## config.mk

```make
export PLATFORM = sky130hd
export DESIGN_NAME = fpm_top
export DESIGN_NICKNAME = d
export VERILOG_FILES = /design/src/fpm_regs_pkg.sv /design/src/fpm_format_pkg.sv /design/src/fpm_top.sv /design/src/fpm_round_pack.sv /design/src/fpm_unpack_mul.sv /design/src/fpm_axil_ctrl.sv
export VERILOG_INCLUDE_DIRS = /design/src /design/src/src
export SDC_FILE = /design/constraint.sdc
export NUM_CORES = 2
export LEC_CHECK = 0
export BUFFER_PORTS_ARGS = -buffer_cell sky130_fd_sc_hd__buf_2
export CAP_MARGIN = 20
export CORE_ASPECT_RATIO = 1.25
export CORE_UTILIZATION = 64
export DETAILED_ROUTE_END_ITERATION = 10
export PLACE_DENSITY = 0.8
export REMOVE_ABC_BUFFERS = 1
export SYNTH_ARGS = -nofsm -noshare
export SYNTH_HDL_FRONTEND = slang
export SYNTH_SLANG_ARGS = --single-unit
export TNS_END_PERCENT = 5
```

## constraint.sdc

```tcl
create_clock -name clk -period 9.4 [get_ports clk]
set_input_delay 1.88 -clock clk [delete_from_list [all_inputs] [get_ports clk]]
set_output_delay 1.88 -clock clk [all_outputs]
set_load 0.02 [all_outputs]
```

## src/fpm_defs.svh

```systemverilog
// FP multiplier macros for format widths, exponent bias, register map and pipeline depth
`ifndef FPM_DEFS_SVH
`define FPM_DEFS_SVH

// ----------------------------------------------------------
// Single-precision format
// ----------------------------------------------------------
`define FPM_SIG_WIDTH 23
`define FPM_EXP_WIDTH 8
`define FPM_BIAS 127

// All-ones exponent field, read as infinity
`define FPM_EXP_MAX 255

// ----------------------------------------------------------
// Register byte offsets
// ----------------------------------------------------------
`define FPM_REG_OPA 'h00
`define FPM_REG_OPB 'h04
`define FPM_REG_RND 'h08
`define FPM_REG_RESULT 'h0C
`define FPM_REG_STATUS 'h10

// Registered datapath stages between launch and result
`define FPM_LATENCY 2

`endif
```

## src/fpm_regs_pkg.sv

```systemverilog
// AXI4-Lite response codes and register index type for the multiplier control port
package fpm_regs_pkg;

  // Only the two responses this slave ever returns
  typedef enum logic [1:0] {
    RESP_OKAY   = 2'b00,
    RESP_SLVERR = 2'b10
  } axil_resp_t;

  // Word index, address bits 4 down to 2
  typedef logic [2:0] reg_idx_t;

endpackage

```

## src/fpm_format_pkg.sv

```systemverilog
// Floating-point format types, rounding modes and status flags for the multiplier
`include "fpm_defs.svh"

package fpm_format_pkg;

  // Float word split into its three fields
  typedef struct packed {
    logic                      sign;
    logic [`FPM_EXP_WIDTH-1:0] exp;
    logic [`FPM_SIG_WIDTH-1:0] frac;
  } fp_word_t;

  // Biased exponent sum, two extra bits for overflow and underflow
  typedef logic signed [`FPM_EXP_WIDTH+1:0] exp_sum_t;

  // Full product of the two significands with hidden ones
  typedef logic [2*(`FPM_SIG_WIDTH+1)-1:0] prod_t;

  // Codes 6 and 7 are not listed and round toward zero
  typedef enum logic [2:0] {
    RND_NEAREST_EVEN = 3'd0,
    RND_TO_ZERO      = 3'd1,
    RND_TO_POS       = 3'd2,
    RND_TO_NEG       = 3'd3,
    RND_NEAREST_UP   = 3'd4,
    RND_AWAY         = 3'd5
  } rnd_mode_t;

  // Status flags, top bit first
  typedef struct packed {
    logic inexact;
    logic huge;
    logic tiny;
    logic invalid;
    logic infinity;
    logic zero;
  } fp_status_t;

endpackage

```

## src/fpm_top.sv

```systemverilog
// FP multiplier top joining the AXI4-Lite control block to the two datapath stages
module fpm_top
  import fpm_format_pkg::*;
(
  input  logic        clk,
  input  logic        arst_n,
  input  logic [31:0] awaddr,
  input  logic        awvalid,
  output logic        awready,
  input  logic [31:0] wdata,
  input  logic [3:0]  wstrb,
  input  logic        wvalid,
  output logic        wready,
  output logic [1:0]  bresp,
  output logic        bvalid,
  input  logic        bready,
  input  logic [31:0] araddr,
  input  logic        arvalid,
  output logic        arready,
  output logic [31:0] rdata,
  output logic [1:0]  rresp,
  output logic        rvalid,
  input  logic        rready
);

  logic       launch;
  fp_word_t   op_a;
  fp_word_t   op_b;
  rnd_mode_t  rnd;
  logic       s1_valid;
  logic       s1_sign;
  exp_sum_t   s1_exp;
  prod_t      s1_prod;
  logic       s1_zero_in;
  logic       s1_inf_in;
  rnd_mode_t  s1_rnd;
  logic       s2_valid;
  fp_word_t   z;
  fp_status_t flags;

  fpm_axil_ctrl ctrl_i (
    .clk      (clk),
    .arst_n   (arst_n),
    .awaddr   (awaddr),
    .awvalid  (awvalid),
    .awready  (awready),
    .wdata    (wdata),
    .wstrb    (wstrb),
    .wvalid   (wvalid),
    .wready   (wready),
    .bresp    (bresp),
    .bvalid   (bvalid),
    .bready   (bready),
    .araddr   (araddr),
    .arvalid  (arvalid),
    .arready  (arready),
    .rdata    (rdata),
    .rresp    (rresp),
    .rvalid   (rvalid),
    .rready   (rready),
    .s2_valid (s2_valid),
    .z        (z),
    .flags    (flags),
    .launch   (launch),
    .op_a     (op_a),
    .op_b     (op_b),
    .rnd      (rnd)
  );

  // Stage 1, unpack and multiply
  fpm_unpack_mul unpack_mul_i (
    .clk        (clk),
    .arst_n     (arst_n),
    .launch     (launch),
    .op_a       (op_a),
    .op_b       (op_b),
    .rnd        (rnd),
    .s1_valid   (s1_valid),
    .s1_sign    (s1_sign),
    .s1_exp     (s1_exp),
    .s1_prod    (s1_prod),
    .s1_zero_in (s1_zero_in),
    .s1_inf_in  (s1_inf_in),
    .s1_rnd     (s1_rnd)
  );

  // Stage 2, round and pack
  fpm_round_pack round_pack_i (
    .clk        (clk),
    .arst_n     (arst_n),
    .s1_valid   (s1_valid),
    .s1_sign    (s1_sign),
    .s1_exp     (s1_exp),
    .s1_prod    (s1_prod),
    .s1_zero_in (s1_zero_in),
    .s1_inf_in  (s1_inf_in),
    .s1_rnd     (s1_rnd),
    .s2_valid   (s2_valid),
    .z          (z),
    .flags      (flags)
  );

endmodule

```

## src/fpm_round_pack.sv

```systemverilog
// Second multiplier stage that normalizes, rounds, resolves overflow and tiny results and packs the word
`include "fpm_defs.svh"

module fpm_round_pack
  import fpm_format_pkg::*;
(
  input  logic       clk,
  input  logic       arst_n,
  input  logic       s1_valid,
  input  logic       s1_sign,
  input  exp_sum_t   s1_exp,
  input  prod_t      s1_prod,
  input  logic       s1_zero_in,
  input  logic       s1_inf_in,
  input  rnd_mode_t  s1_rnd,
  output logic       s2_valid,
  output fp_word_t   z,
  output fp_status_t flags
);

  localparam int MW = `FPM_SIG_WIDTH + 1;
  localparam int PW = 2 * MW;
  localparam int EW = `FPM_EXP_WIDTH;

  prod_t      norm;
  logic [MW-1:0] mant;
  logic       guard;
  logic       round_bit;
  logic       sticky;
  logic       inexact;
  logic       toward_sign;
  logic       inc;
  logic [MW:0] rounded;
  exp_sum_t   exp_fin;
  logic       huge;
  logic       tiny;
  logic       huge_to_inf;
  logic       tiny_to_min;
  fp_word_t   z_d;
  fp_status_t flags_d;

  // ----------------------------------------------------------
  // Normalize and round
  // ----------------------------------------------------------
  // Product lies in [1,4), one left shift when below 2
  assign norm      = s1_prod[PW-1] ? s1_prod : {s1_prod[PW-2:0], 1'b0};
  assign mant      = norm[PW-1 -: MW];
  assign guard     = norm[PW-MW-1];
  assign round_bit = norm[PW-MW-2];
  assign sticky    = |norm[PW-MW-3:0];
  assign inexact   = guard | round_bit | sticky;

  // Directed mode that rounds away from zero for this sign
  assign toward_sign = (s1_rnd == RND_TO_POS && !s1_sign) ||
                       (s1_rnd == RND_TO_NEG && s1_sign);

  always_comb begin
    case (s1_rnd)
      RND_NEAREST_EVEN:       inc = guard & (round_bit | sticky | mant[0]);
      RND_NEAREST_UP:         inc = guard;
      RND_AWAY:               inc = inexact;
      RND_TO_POS, RND_TO_NEG: inc = toward_sign & inexact;
      default:                inc = 1'b0;
    endcase
  end

  assign rounded = {1'b0, mant} + (MW+1)'(inc);

  // Carry out leaves 1.000..0, fraction bits are already zero
  assign exp_fin = s1_exp + exp_sum_t'(s1_prod[PW-1]) + exp_sum_t'(rounded[MW]);

  assign huge = (exp_fin >= `FPM_EXP_MAX);
  assign tiny = (exp_fin <= 0);

  assign huge_to_inf = (s1_rnd == RND_NEAREST_EVEN) || (s1_rnd == RND_NEAREST_UP) ||
                       (s1_rnd == RND_AWAY) || toward_sign;
  assign tiny_to_min = (s1_rnd == RND_AWAY) || toward_sign;

  // ----------------------------------------------------------
  // Result selection and flags
  // ----------------------------------------------------------
  always_comb begin
    z_d.sign = s1_sign;
    z_d.exp  = exp_fin[EW-1:0];
    z_d.frac = rounded[MW-2:0];
    flags_d  = '0;

    if (s1_inf_in) begin
      // Infinity times zero lands here too, sign already plus
      z_d.exp          = EW'(`FPM_EXP_MAX);
      z_d.frac         = '0;
      flags_d.infinity = 1'b1;
      flags_d.invalid  = s1_zero_in;
    end else if (s1_zero_in) begin
      z_d.exp      = '0;
      z_d.frac     = '0;
      flags_d.zero = 1'b1;
    end else if (huge) begin
      flags_d.huge    = 1'b1;
      flags_d.inexact = 1'b1;
      if (huge_to_inf) begin
        z_d.exp          = EW'(`FPM_EXP_MAX);
        z_d.frac         = '0;
        flags_d.infinity = 1'b1;
      end else begin
        // Largest finite number
        z_d.exp  = EW'(`FPM_EXP_MAX - 1);
        z_d.frac = '1;
      end
    end else if (tiny) begin
      flags_d.tiny    = 1'b1;
      flags_d.inexact = 1'b1;
      z_d.frac        = '0;
      if (tiny_to_min) begin
        z_d.exp = EW'(1);
      end else begin
        z_d.exp      = '0;
        flags_d.zero = 1'b1;
      end
    end else begin
      flags_d.inexact = inexact;
    end
  end

  always_ff @(posedge clk or negedge arst_n) begin
    if (!arst_n) begin
      s2_valid <= 1'b0;
    end else begin
      s2_valid <= s1_valid;
    end
  end

  always_ff @(posedge clk) begin
    if (s1_valid) begin
      z     <= z_d;
      flags <= flags_d;
    end
  end

endmodule

```

## src/fpm_unpack_mul.sv

```systemverilog
// First multiplier stage that classifies the operands, sums exponents and multiplies significands
`include "fpm_defs.svh"

module fpm_unpack_mul
  import fpm_format_pkg::*;
(
  input  logic      clk,
  input  logic      arst_n,
  input  logic      launch,
  input  fp_word_t  op_a,
  input  fp_word_t  op_b,
  input  rnd_mode_t rnd,
  output logic      s1_valid,
  output logic      s1_sign,
  output exp_sum_t  s1_exp,
  output prod_t     s1_prod,
  output logic      s1_zero_in,
  output logic      s1_inf_in,
  output rnd_mode_t s1_rnd
);

  localparam int MW = `FPM_SIG_WIDTH + 1;
  localparam logic [`FPM_EXP_WIDTH-1:0] EXP_ALL_ONES = `FPM_EXP_WIDTH'(`FPM_EXP_MAX);

  logic          zero_a;
  logic          zero_b;
  logic          inf_a;
  logic          inf_b;
  logic          zero_in;
  logic          inf_in;
  logic          sign_d;
  logic [MW-1:0] mant_a;
  logic [MW-1:0] mant_b;
  exp_sum_t      exp_d;
  prod_t         prod_d;

  // No denormals or NaNs, exponent field alone decides
  assign zero_a  = (op_a.exp == '0);
  assign zero_b  = (op_b.exp == '0);
  assign inf_a   = (op_a.exp == EXP_ALL_ONES);
  assign inf_b   = (op_b.exp == EXP_ALL_ONES);
  assign zero_in = zero_a || zero_b;
  assign inf_in  = inf_a || inf_b;

  // Invalid product is always plus infinity
  assign sign_d = (op_a.sign ^ op_b.sign) & ~(zero_in & inf_in);

  assign exp_d = exp_sum_t'(op_a.exp) + exp_sum_t'(op_b.exp) - exp_sum_t'(`FPM_BIAS);

  // Hidden one restored on both sides
  assign mant_a = {1'b1, op_a.frac};
  assign mant_b = {1'b1, op_b.frac};
  assign prod_d = mant_a * mant_b;

  always_ff @(posedge clk or negedge arst_n) begin
    if (!arst_n) begin
      s1_valid <= 1'b0;
    end else begin
      s1_valid <= launch;
    end
  end

  always_ff @(posedge clk) begin
    if (launch) begin
      s1_sign    <= sign_d;
      s1_exp     <= exp_d;
      s1_prod    <= prod_d;
      s1_zero_in <= zero_in;
      s1_inf_in  <= inf_in;
      s1_rnd     <= rnd;
    end
  end

endmodule

```

## src/fpm_axil_ctrl.sv

```systemverilog
// AXI4-Lite slave holding the operand and mode registers, launching multiplies and capturing results
`include "fpm_defs.svh"

module fpm_axil_ctrl
  import fpm_format_pkg::*, fpm_regs_pkg::*;
(
  input  logic        clk,
  input  logic        arst_n,
  input  logic [31:0] awaddr,
  input  logic        awvalid,
  output logic        awready,
  input  logic [31:0] wdata,
  input  logic [3:0]  wstrb,
  input  logic        wvalid,
  output logic        wready,
  output logic [1:0]  bresp,
  output logic        bvalid,
  input  logic        bready,
  input  logic [31:0] araddr,
  input  logic        arvalid,
  output logic        arready,
  output logic [31:0] rdata,
  output logic [1:0]  rresp,
  output logic        rvalid,
  input  logic        rready,
  input  logic        s2_valid,
  input  fp_word_t    z,
  input  fp_status_t  flags,
  output logic        launch,
  output fp_word_t    op_a,
  output fp_word_t    op_b,
  output rnd_mode_t   rnd
);

  localparam reg_idx_t IDX_OPA    = reg_idx_t'(`FPM_REG_OPA >> 2);
  localparam reg_idx_t IDX_OPB    = reg_idx_t'(`FPM_REG_OPB >> 2);
  localparam reg_idx_t IDX_RND    = reg_idx_t'(`FPM_REG_RND >> 2);
  localparam reg_idx_t IDX_RESULT = reg_idx_t'(`FPM_REG_RESULT >> 2);
  localparam reg_idx_t IDX_STATUS = reg_idx_t'(`FPM_REG_STATUS >> 2);

  // Counts products in flight, launch cycle included
  localparam int CNT_W = $clog2(`FPM_LATENCY + 2);

  reg_idx_t         wr_idx;
  reg_idx_t         rd_idx;
  logic             wr_fire;
  logic             wr_ok;
  logic             op_start;
  logic             rd_fire;
  logic             rd_ok;
  logic [31:0]      rd_word;
  logic [CNT_W-1:0] inflight;
  logic             done;
  fp_word_t         result;
  fp_status_t       status;

  function automatic logic [31:0] merge_bytes(input logic [31:0] old_word,
                                              input logic [31:0] new_word,
                                              input logic [3:0]  strb);
    logic [31:0] res;
    res = old_word;
    for (int i = 0; i < 4; i++) begin
      if (strb[i]) begin
        res[8*i +: 8] = new_word[8*i +: 8];
      end
    end
    return res;
  endfunction

  // ----------------------------------------------------------
  // Write channel
  // ----------------------------------------------------------
  assign awready  = !bvalid;
  assign wready   = !bvalid;
  assign wr_fire  = awvalid && wvalid && !bvalid;
  assign wr_idx   = reg_idx_t'(awaddr[4:2]);
  // RESULT and STATUS are read only
  assign wr_ok    = (awaddr[31:5] == '0) &&
                    (wr_idx == IDX_OPA || wr_idx == IDX_OPB || wr_idx == IDX_RND);
  assign op_start = wr_fire && wr_ok && (wr_idx == IDX_OPB);

  // ----------------------------------------------------------
  // Read channel
  // ----------------------------------------------------------
  assign arready = !rvalid;
  assign rd_fire = arvalid && !rvalid;
  assign rd_idx  = reg_idx_t'(araddr[4:2]);
  assign rd_ok   = (araddr[31:5] == '0) && (rd_idx <= IDX_STATUS);

  always_comb begin
    case (rd_idx)
      IDX_OPA:    rd_word = op_a;
      IDX_OPB:    rd_word = op_b;
      IDX_RND:    rd_word = {29'd0, rnd};
      IDX_RESULT: rd_word = result;
      IDX_STATUS: rd_word = {23'd0, done, 2'd0, status};
      default:    rd_word = '0;
    endcase
  end

  // Handshake, launch and done tracking
  always_ff @(posedge clk or negedge arst_n) begin
    if (!arst_n) begin
      bvalid   <= 1'b0;
      rvalid   <= 1'b0;
      launch   <= 1'b0;
      done     <= 1'b0;
      inflight <= '0;
      op_a     <= '0;
      op_b     <= '0;
      rnd      <= RND_NEAREST_EVEN;
    end else begin
      launch <= op_start;

      if (wr_fire) begin
        bvalid <= 1'b1;
      end else if (bready) begin
        bvalid <= 1'b0;
      end

      if (rd_fire) begin
        rvalid <= 1'b1;
      end else if (rready) begin
        rvalid <= 1'b0;
      end

      if (wr_fire && wr_ok) begin
        case (wr_idx)
          IDX_OPA: op_a <= fp_word_t'(merge_bytes(op_a, wdata, wstrb));
          IDX_OPB: op_b <= fp_word_t'(merge_bytes(op_b, wdata, wstrb));
          default: begin
            if (wstrb[0]) begin
              rnd <= rnd_mode_t'(wdata[2:0]);
            end
          end
        endcase
      end

      case ({op_start, s2_valid})
        2'b10:   inflight <= inflight + 1'b1;
        2'b01:   inflight <= inflight - 1'b1;
        default: inflight <= inflight;
      endcase

      // Done only once the last product in flight has returned
      if (op_start) begin
        done <= 1'b0;
      end else if (s2_valid && inflight == CNT_W'(1)) begin
        done <= 1'b1;
      end
    end
  end

  // Responses and captured results
  always_ff @(posedge clk) begin
    if (wr_fire) begin
      bresp <= wr_ok ? RESP_OKAY : RESP_SLVERR;
    end
    if (rd_fire) begin
      rdata <= rd_ok ? rd_word : '0;
      rresp <= rd_ok ? RESP_OKAY : RESP_SLVERR;
    end
    if (s2_valid) begin
      result <= z;
      status <= flags;
    end
  end

endmodule

```

==> results.py <==
metrics = {
    "clocking": {
        "cts_made_buffers": 24,
        "cts_hold_buf": 0,
        "cts.path.max_buffers": 3,
        "clock_latency_ps": 520,
        "cts_num_sinks": 249,
        "root_buffer": "clkbuf_16",
        "cts_tree": "done",
        "path_clk_slew_ps": 70,
        "h-tree-depth": 1,
        "cts_resized": 0,
        "post-cts-setup-buffers": 0,
    },
    "placed_design": {
        "pre_cts_ws_ps": 1140,
        "placed_cell_area_um2": 31400,
        "place.gp.congestion": 0.925,
        "place_hpwl_um": 60600,
        "numPortBuffers": 141,
    },
    "synth": {
        "ys_seq_elements": 249,
        "syn-cell-area_um2": 30000,
        "yosysTopAreaCell": "fa_1",
        "synth_top_area_share_pct": 32.3,
        "synth_edf_count": 174,
        "ys_warn_count": 0,
        "ys.flop_type": "edfxtp_1",
        "syn_inst": 2986,
        "synth_async_sr_flop_share_pct": 30.1,
        "synth_cell_types": 71,
        "avgSynthCellArea_um2": 10.1,
        "netlist_top_cells_area": "fa_1, edfxtp_1, ha_1",
        "yosysSeqAreaShare_pct": 23.6,
    },
    "global_routing": {
        "use_met1_pct": 41.4,
        "grt_max_degree": 76,
        "grt.met2_usage_pct": 60.8,
        "antenna_found_initial": 2,
        "grt_usage_pct": 34.2,
        "grtUsageMet3_pct": 5.23,
        "overflow": 0,
        "grt.busiest_layer": "met2",
        "grt_pass1_wl_um": 126000,
        "first_global_vias": 24100,
    },
    "detailed_routing": {
        "drtIter0Drc": 1613,
        "wl_per_cell_um": 21.4,
        "first_pass_iters": 5,
        "drc": 0,
        "vias": 21800,
        "ant_nets": 0,
        "vias_per_cell": 5.93,
        "wl_um": 78600,
    },
    "timing": {
        "fmax_ghz": 0.121,
        "finalHoldViolations": 0,
        "relSlewSlack_pct": 26.9,
        "setup_ws_ps": 1130,
        "finalSetupViolations": 0,
        "slew_violations": 0,
        "rsz0062_at_grt": "no",
        "finClkSkew_ps": 14.2,
        "fin_setup_tns_ps": 0,
        "fin_crit_ps": 8270,
        "period_share_pct": 88.0,
        "worst_slew_pin_slew_ps": 1100,
    },
    "die": {
        "die_area_um2": 47800,
        "pin_count": 148,
        "core-area_um2": 46200,
        "rows": 88,
        "start_util_pct": 64.9,
        "die_w_um": 196,
        "fp.dieH_um": 244,
    },
    "finish": {
        "drive_above_1_share_pct": 11.2,
        "design_area_um2": 32200,
        "area_delta_synth_final_pct": 7.21,
        "finalNetCount": 3850,
        "final_util_pct": 69.6,
        "fillCellCount": 3415,
    },
    "pwr": {
        "seq_power_share_pct": 52.4,
        "power.share.switching_pct": 20.9,
        "p_leak_nw": 15.3,
        "p_int_w": 0.00178,
        "ir_worst_vdd_mv": 0.102,
        "powerDensity_nw_per_um2": 69.9,
        "pwr-share-comb_pct": 4.3,
        "p_total_w": 0.00225,
        "clkPwrFrac_pct": 43.3,
        "p_sw_w": 0.000471,
    },
    "critical_path": {
        "cp.buffers_inverters": 6,
        "critPathMaxFanout": 19,
        "critical_path.top_delay_family": "adder cells",
        "reg2reg_slack_ps": 1130,
        "slowest_stage": "dfrtp_1",
        "required_ps": 9740,
        "start_kind": "flip-flop",
        "critical_path.cell_chain": "clkinv_1 -> fa_1 -> inv_1 -> fa_1 -> inv_1 -> fa_1 -> fa_1 -> inv_1 -> fa_1 -> fa_1 -> inv_1 -> fa_1 -> inv_1 -> ha_1 -> nand2_1 -> nor3_1 -> o2111ai_1 -> a21oi_1 -> a21oi_1 -> a2111o_1 -> o21ai_0",
        "cp_common_cell": "fa_1",
        "path_class": "reg2reg",
        "critical-path-max-stage-delay_ps": 860,
        "worstPathArrival_ps": 8620,
        "crit_path_end_kind": "flip-flop",
    },
    "run_status": {
        "status": "complete, no violations",
    },
    "hold_path": {
        "hold_class": "reg2reg",
    },
    "run": {
        "drv_cap": 0,
    },
}
==> layout by cell type, fill, tap and decap left out, types with 14 or more instances in the layout <==
| master | count |
|---|---|
| mux2_2 | 95 |
| a21o_1 | 25 |
| and2_1 | 265 |
| buf_4 | 51 |
| nand3_1 | 26 |
| xnor2_1 | 64 |
| o21ai_1 | 21 |
| clkbuf_16 | 26 |
| dfrtp_1 | 74 |
| mux2i_1 | 25 |
| nor4_1 | 25 |
| nand4_1 | 15 |
| nor2_1 | 114 |
| nor3_1 | 14 |
| inv_1 | 595 |
| edfxtp_1 | 174 |
| fa_1 | 484 |
| a22oi_1 | 29 |
| o21bai_1 | 15 |
| xor2_1 | 34 |
| nand2_1 | 323 |
| buf_2 | 140 |
| a21oi_1 | 74 |
| o21ai_0 | 43 |
| ha_1 | 187 |
==> power by group through the flow <==
stage / Sequential (W) / Combinational [W] / Clock, W
5_1_grt: 0.00118 / 0.000103 / 0.00101
3_5_place_dp: 0.00120 / 0.0000948 / 0
2_1_floorplan: 0.00122 / 0.0000256 / 0
4_1_cts: 0.00118 / 0.0000957 / 0.000979
6_report: 0.00118 / 0.0000960 / 0.000975
3_3_place_gp: 0.00120 / 0.0000922 / 0
==> worst register-to-register path, delay by kind of cell, from the launching register on <==
kind                     cells  cell delay (ps)
adder cells (fa/ha/maj)      8             4150
AO/OA/AOI/OAI                5             1720
buffers and inverters        6              880
flip-flops                   1              860
AND/OR/NAND/NOR              2              490
==> logic make-up after synthesis <==
group,share of synthesized area [%]
compound gates,6.07
buf+inv,9.28
xor+xnor,2.86
flops,23.6
mux,4.40
other cells,0.0125
simple gates,13.7
fa+ha+maj,40.1
==> stage by stage <==
step	instances	hold WS (ps)
after floorplan	2852	400
after CTS	3674	417
after detailed placement	3630	405
final	3677	417
after global placement	3628	401
after global routing	3675	426
==> layer usage <==
layer | up-vias | routed length [µm]
li1 | 9489 | -
met3 | 206 | 6390
met1 | 11100 | 29300
met5 | - | 12
met4 | 2 | 3320
met2 | 1005 | 39600
==> flip-flops by register name, summed over array words and instances, names as in the netlist, 6 cells and up <==
signal,cells
ctrl_i.op_a,32
round_pack_i.z,32
unpack_mul_i.s1_prod,48
ctrl_i.result,32
round_pack_i.flags,6
ctrl_i.status,6
ctrl_i.op_b,32
ctrl_i.rdata,32
unpack_mul_i.s1_exp,10
==> synth_stat cells, types with 5 or more instances <==
master / number
nor3_1: 14
fa_1: 484
a31oi_1: 11
nand4_1: 15
o21a_1: 8
o21ai_0: 43
mux2_2: 95
nor4_1: 25
nand2b_1: 7
xor2_1: 34
ha_1: 187
nand3_1: 26
dfrtp_1: 75
a21o_1: 25
buf_1: 7
and2_1: 265
o21ai_1: 21
o21bai_1: 15
nor2_1: 115
xnor2_1: 64
a21oi_1: 74
a211oi_1: 5
and3_1: 10
nand2_1: 323
edfxtp_1: 174
mux2i_1: 25
clkbuf_1: 119
or2_2: 11
inv_1: 595
nor2b_1: 8
a22oi_1: 29
==> worst paths after layout <==
check	startpoint	end	cells past startpoint
worst max-delay path	ctrl_i.op_b[0]	unpack_mul_i.s1_prod[46]	21
worst min-delay path	round_pack_i.z[0]	ctrl_i.result[0]	0
worst min register to register	round_pack_i.z[0]	ctrl_i.result[0]	0
max in group asynchronous	arst_n	ctrl_i.launch	1
worst max register to register	ctrl_i.op_b[0]	unpack_mul_i.s1_prod[46]	21
min in group asynchronous	arst_n	ctrl_i.op_a[30]	1
==> cell type report <==
class	count	area, µm²	area share, %
tap	585	732	2.27
multi-input combinational	2004	20200	62.6
inverter	599	2250	6.98
clock inverter	10	103	0.319
sequential	249	7100	22.1
timing repair buffer	194	1160	3.60
clock buffer	34	691	2.15
antenna	2	5.00	0.0155
No activity file was read; power rests on OpenSTA's default activity.
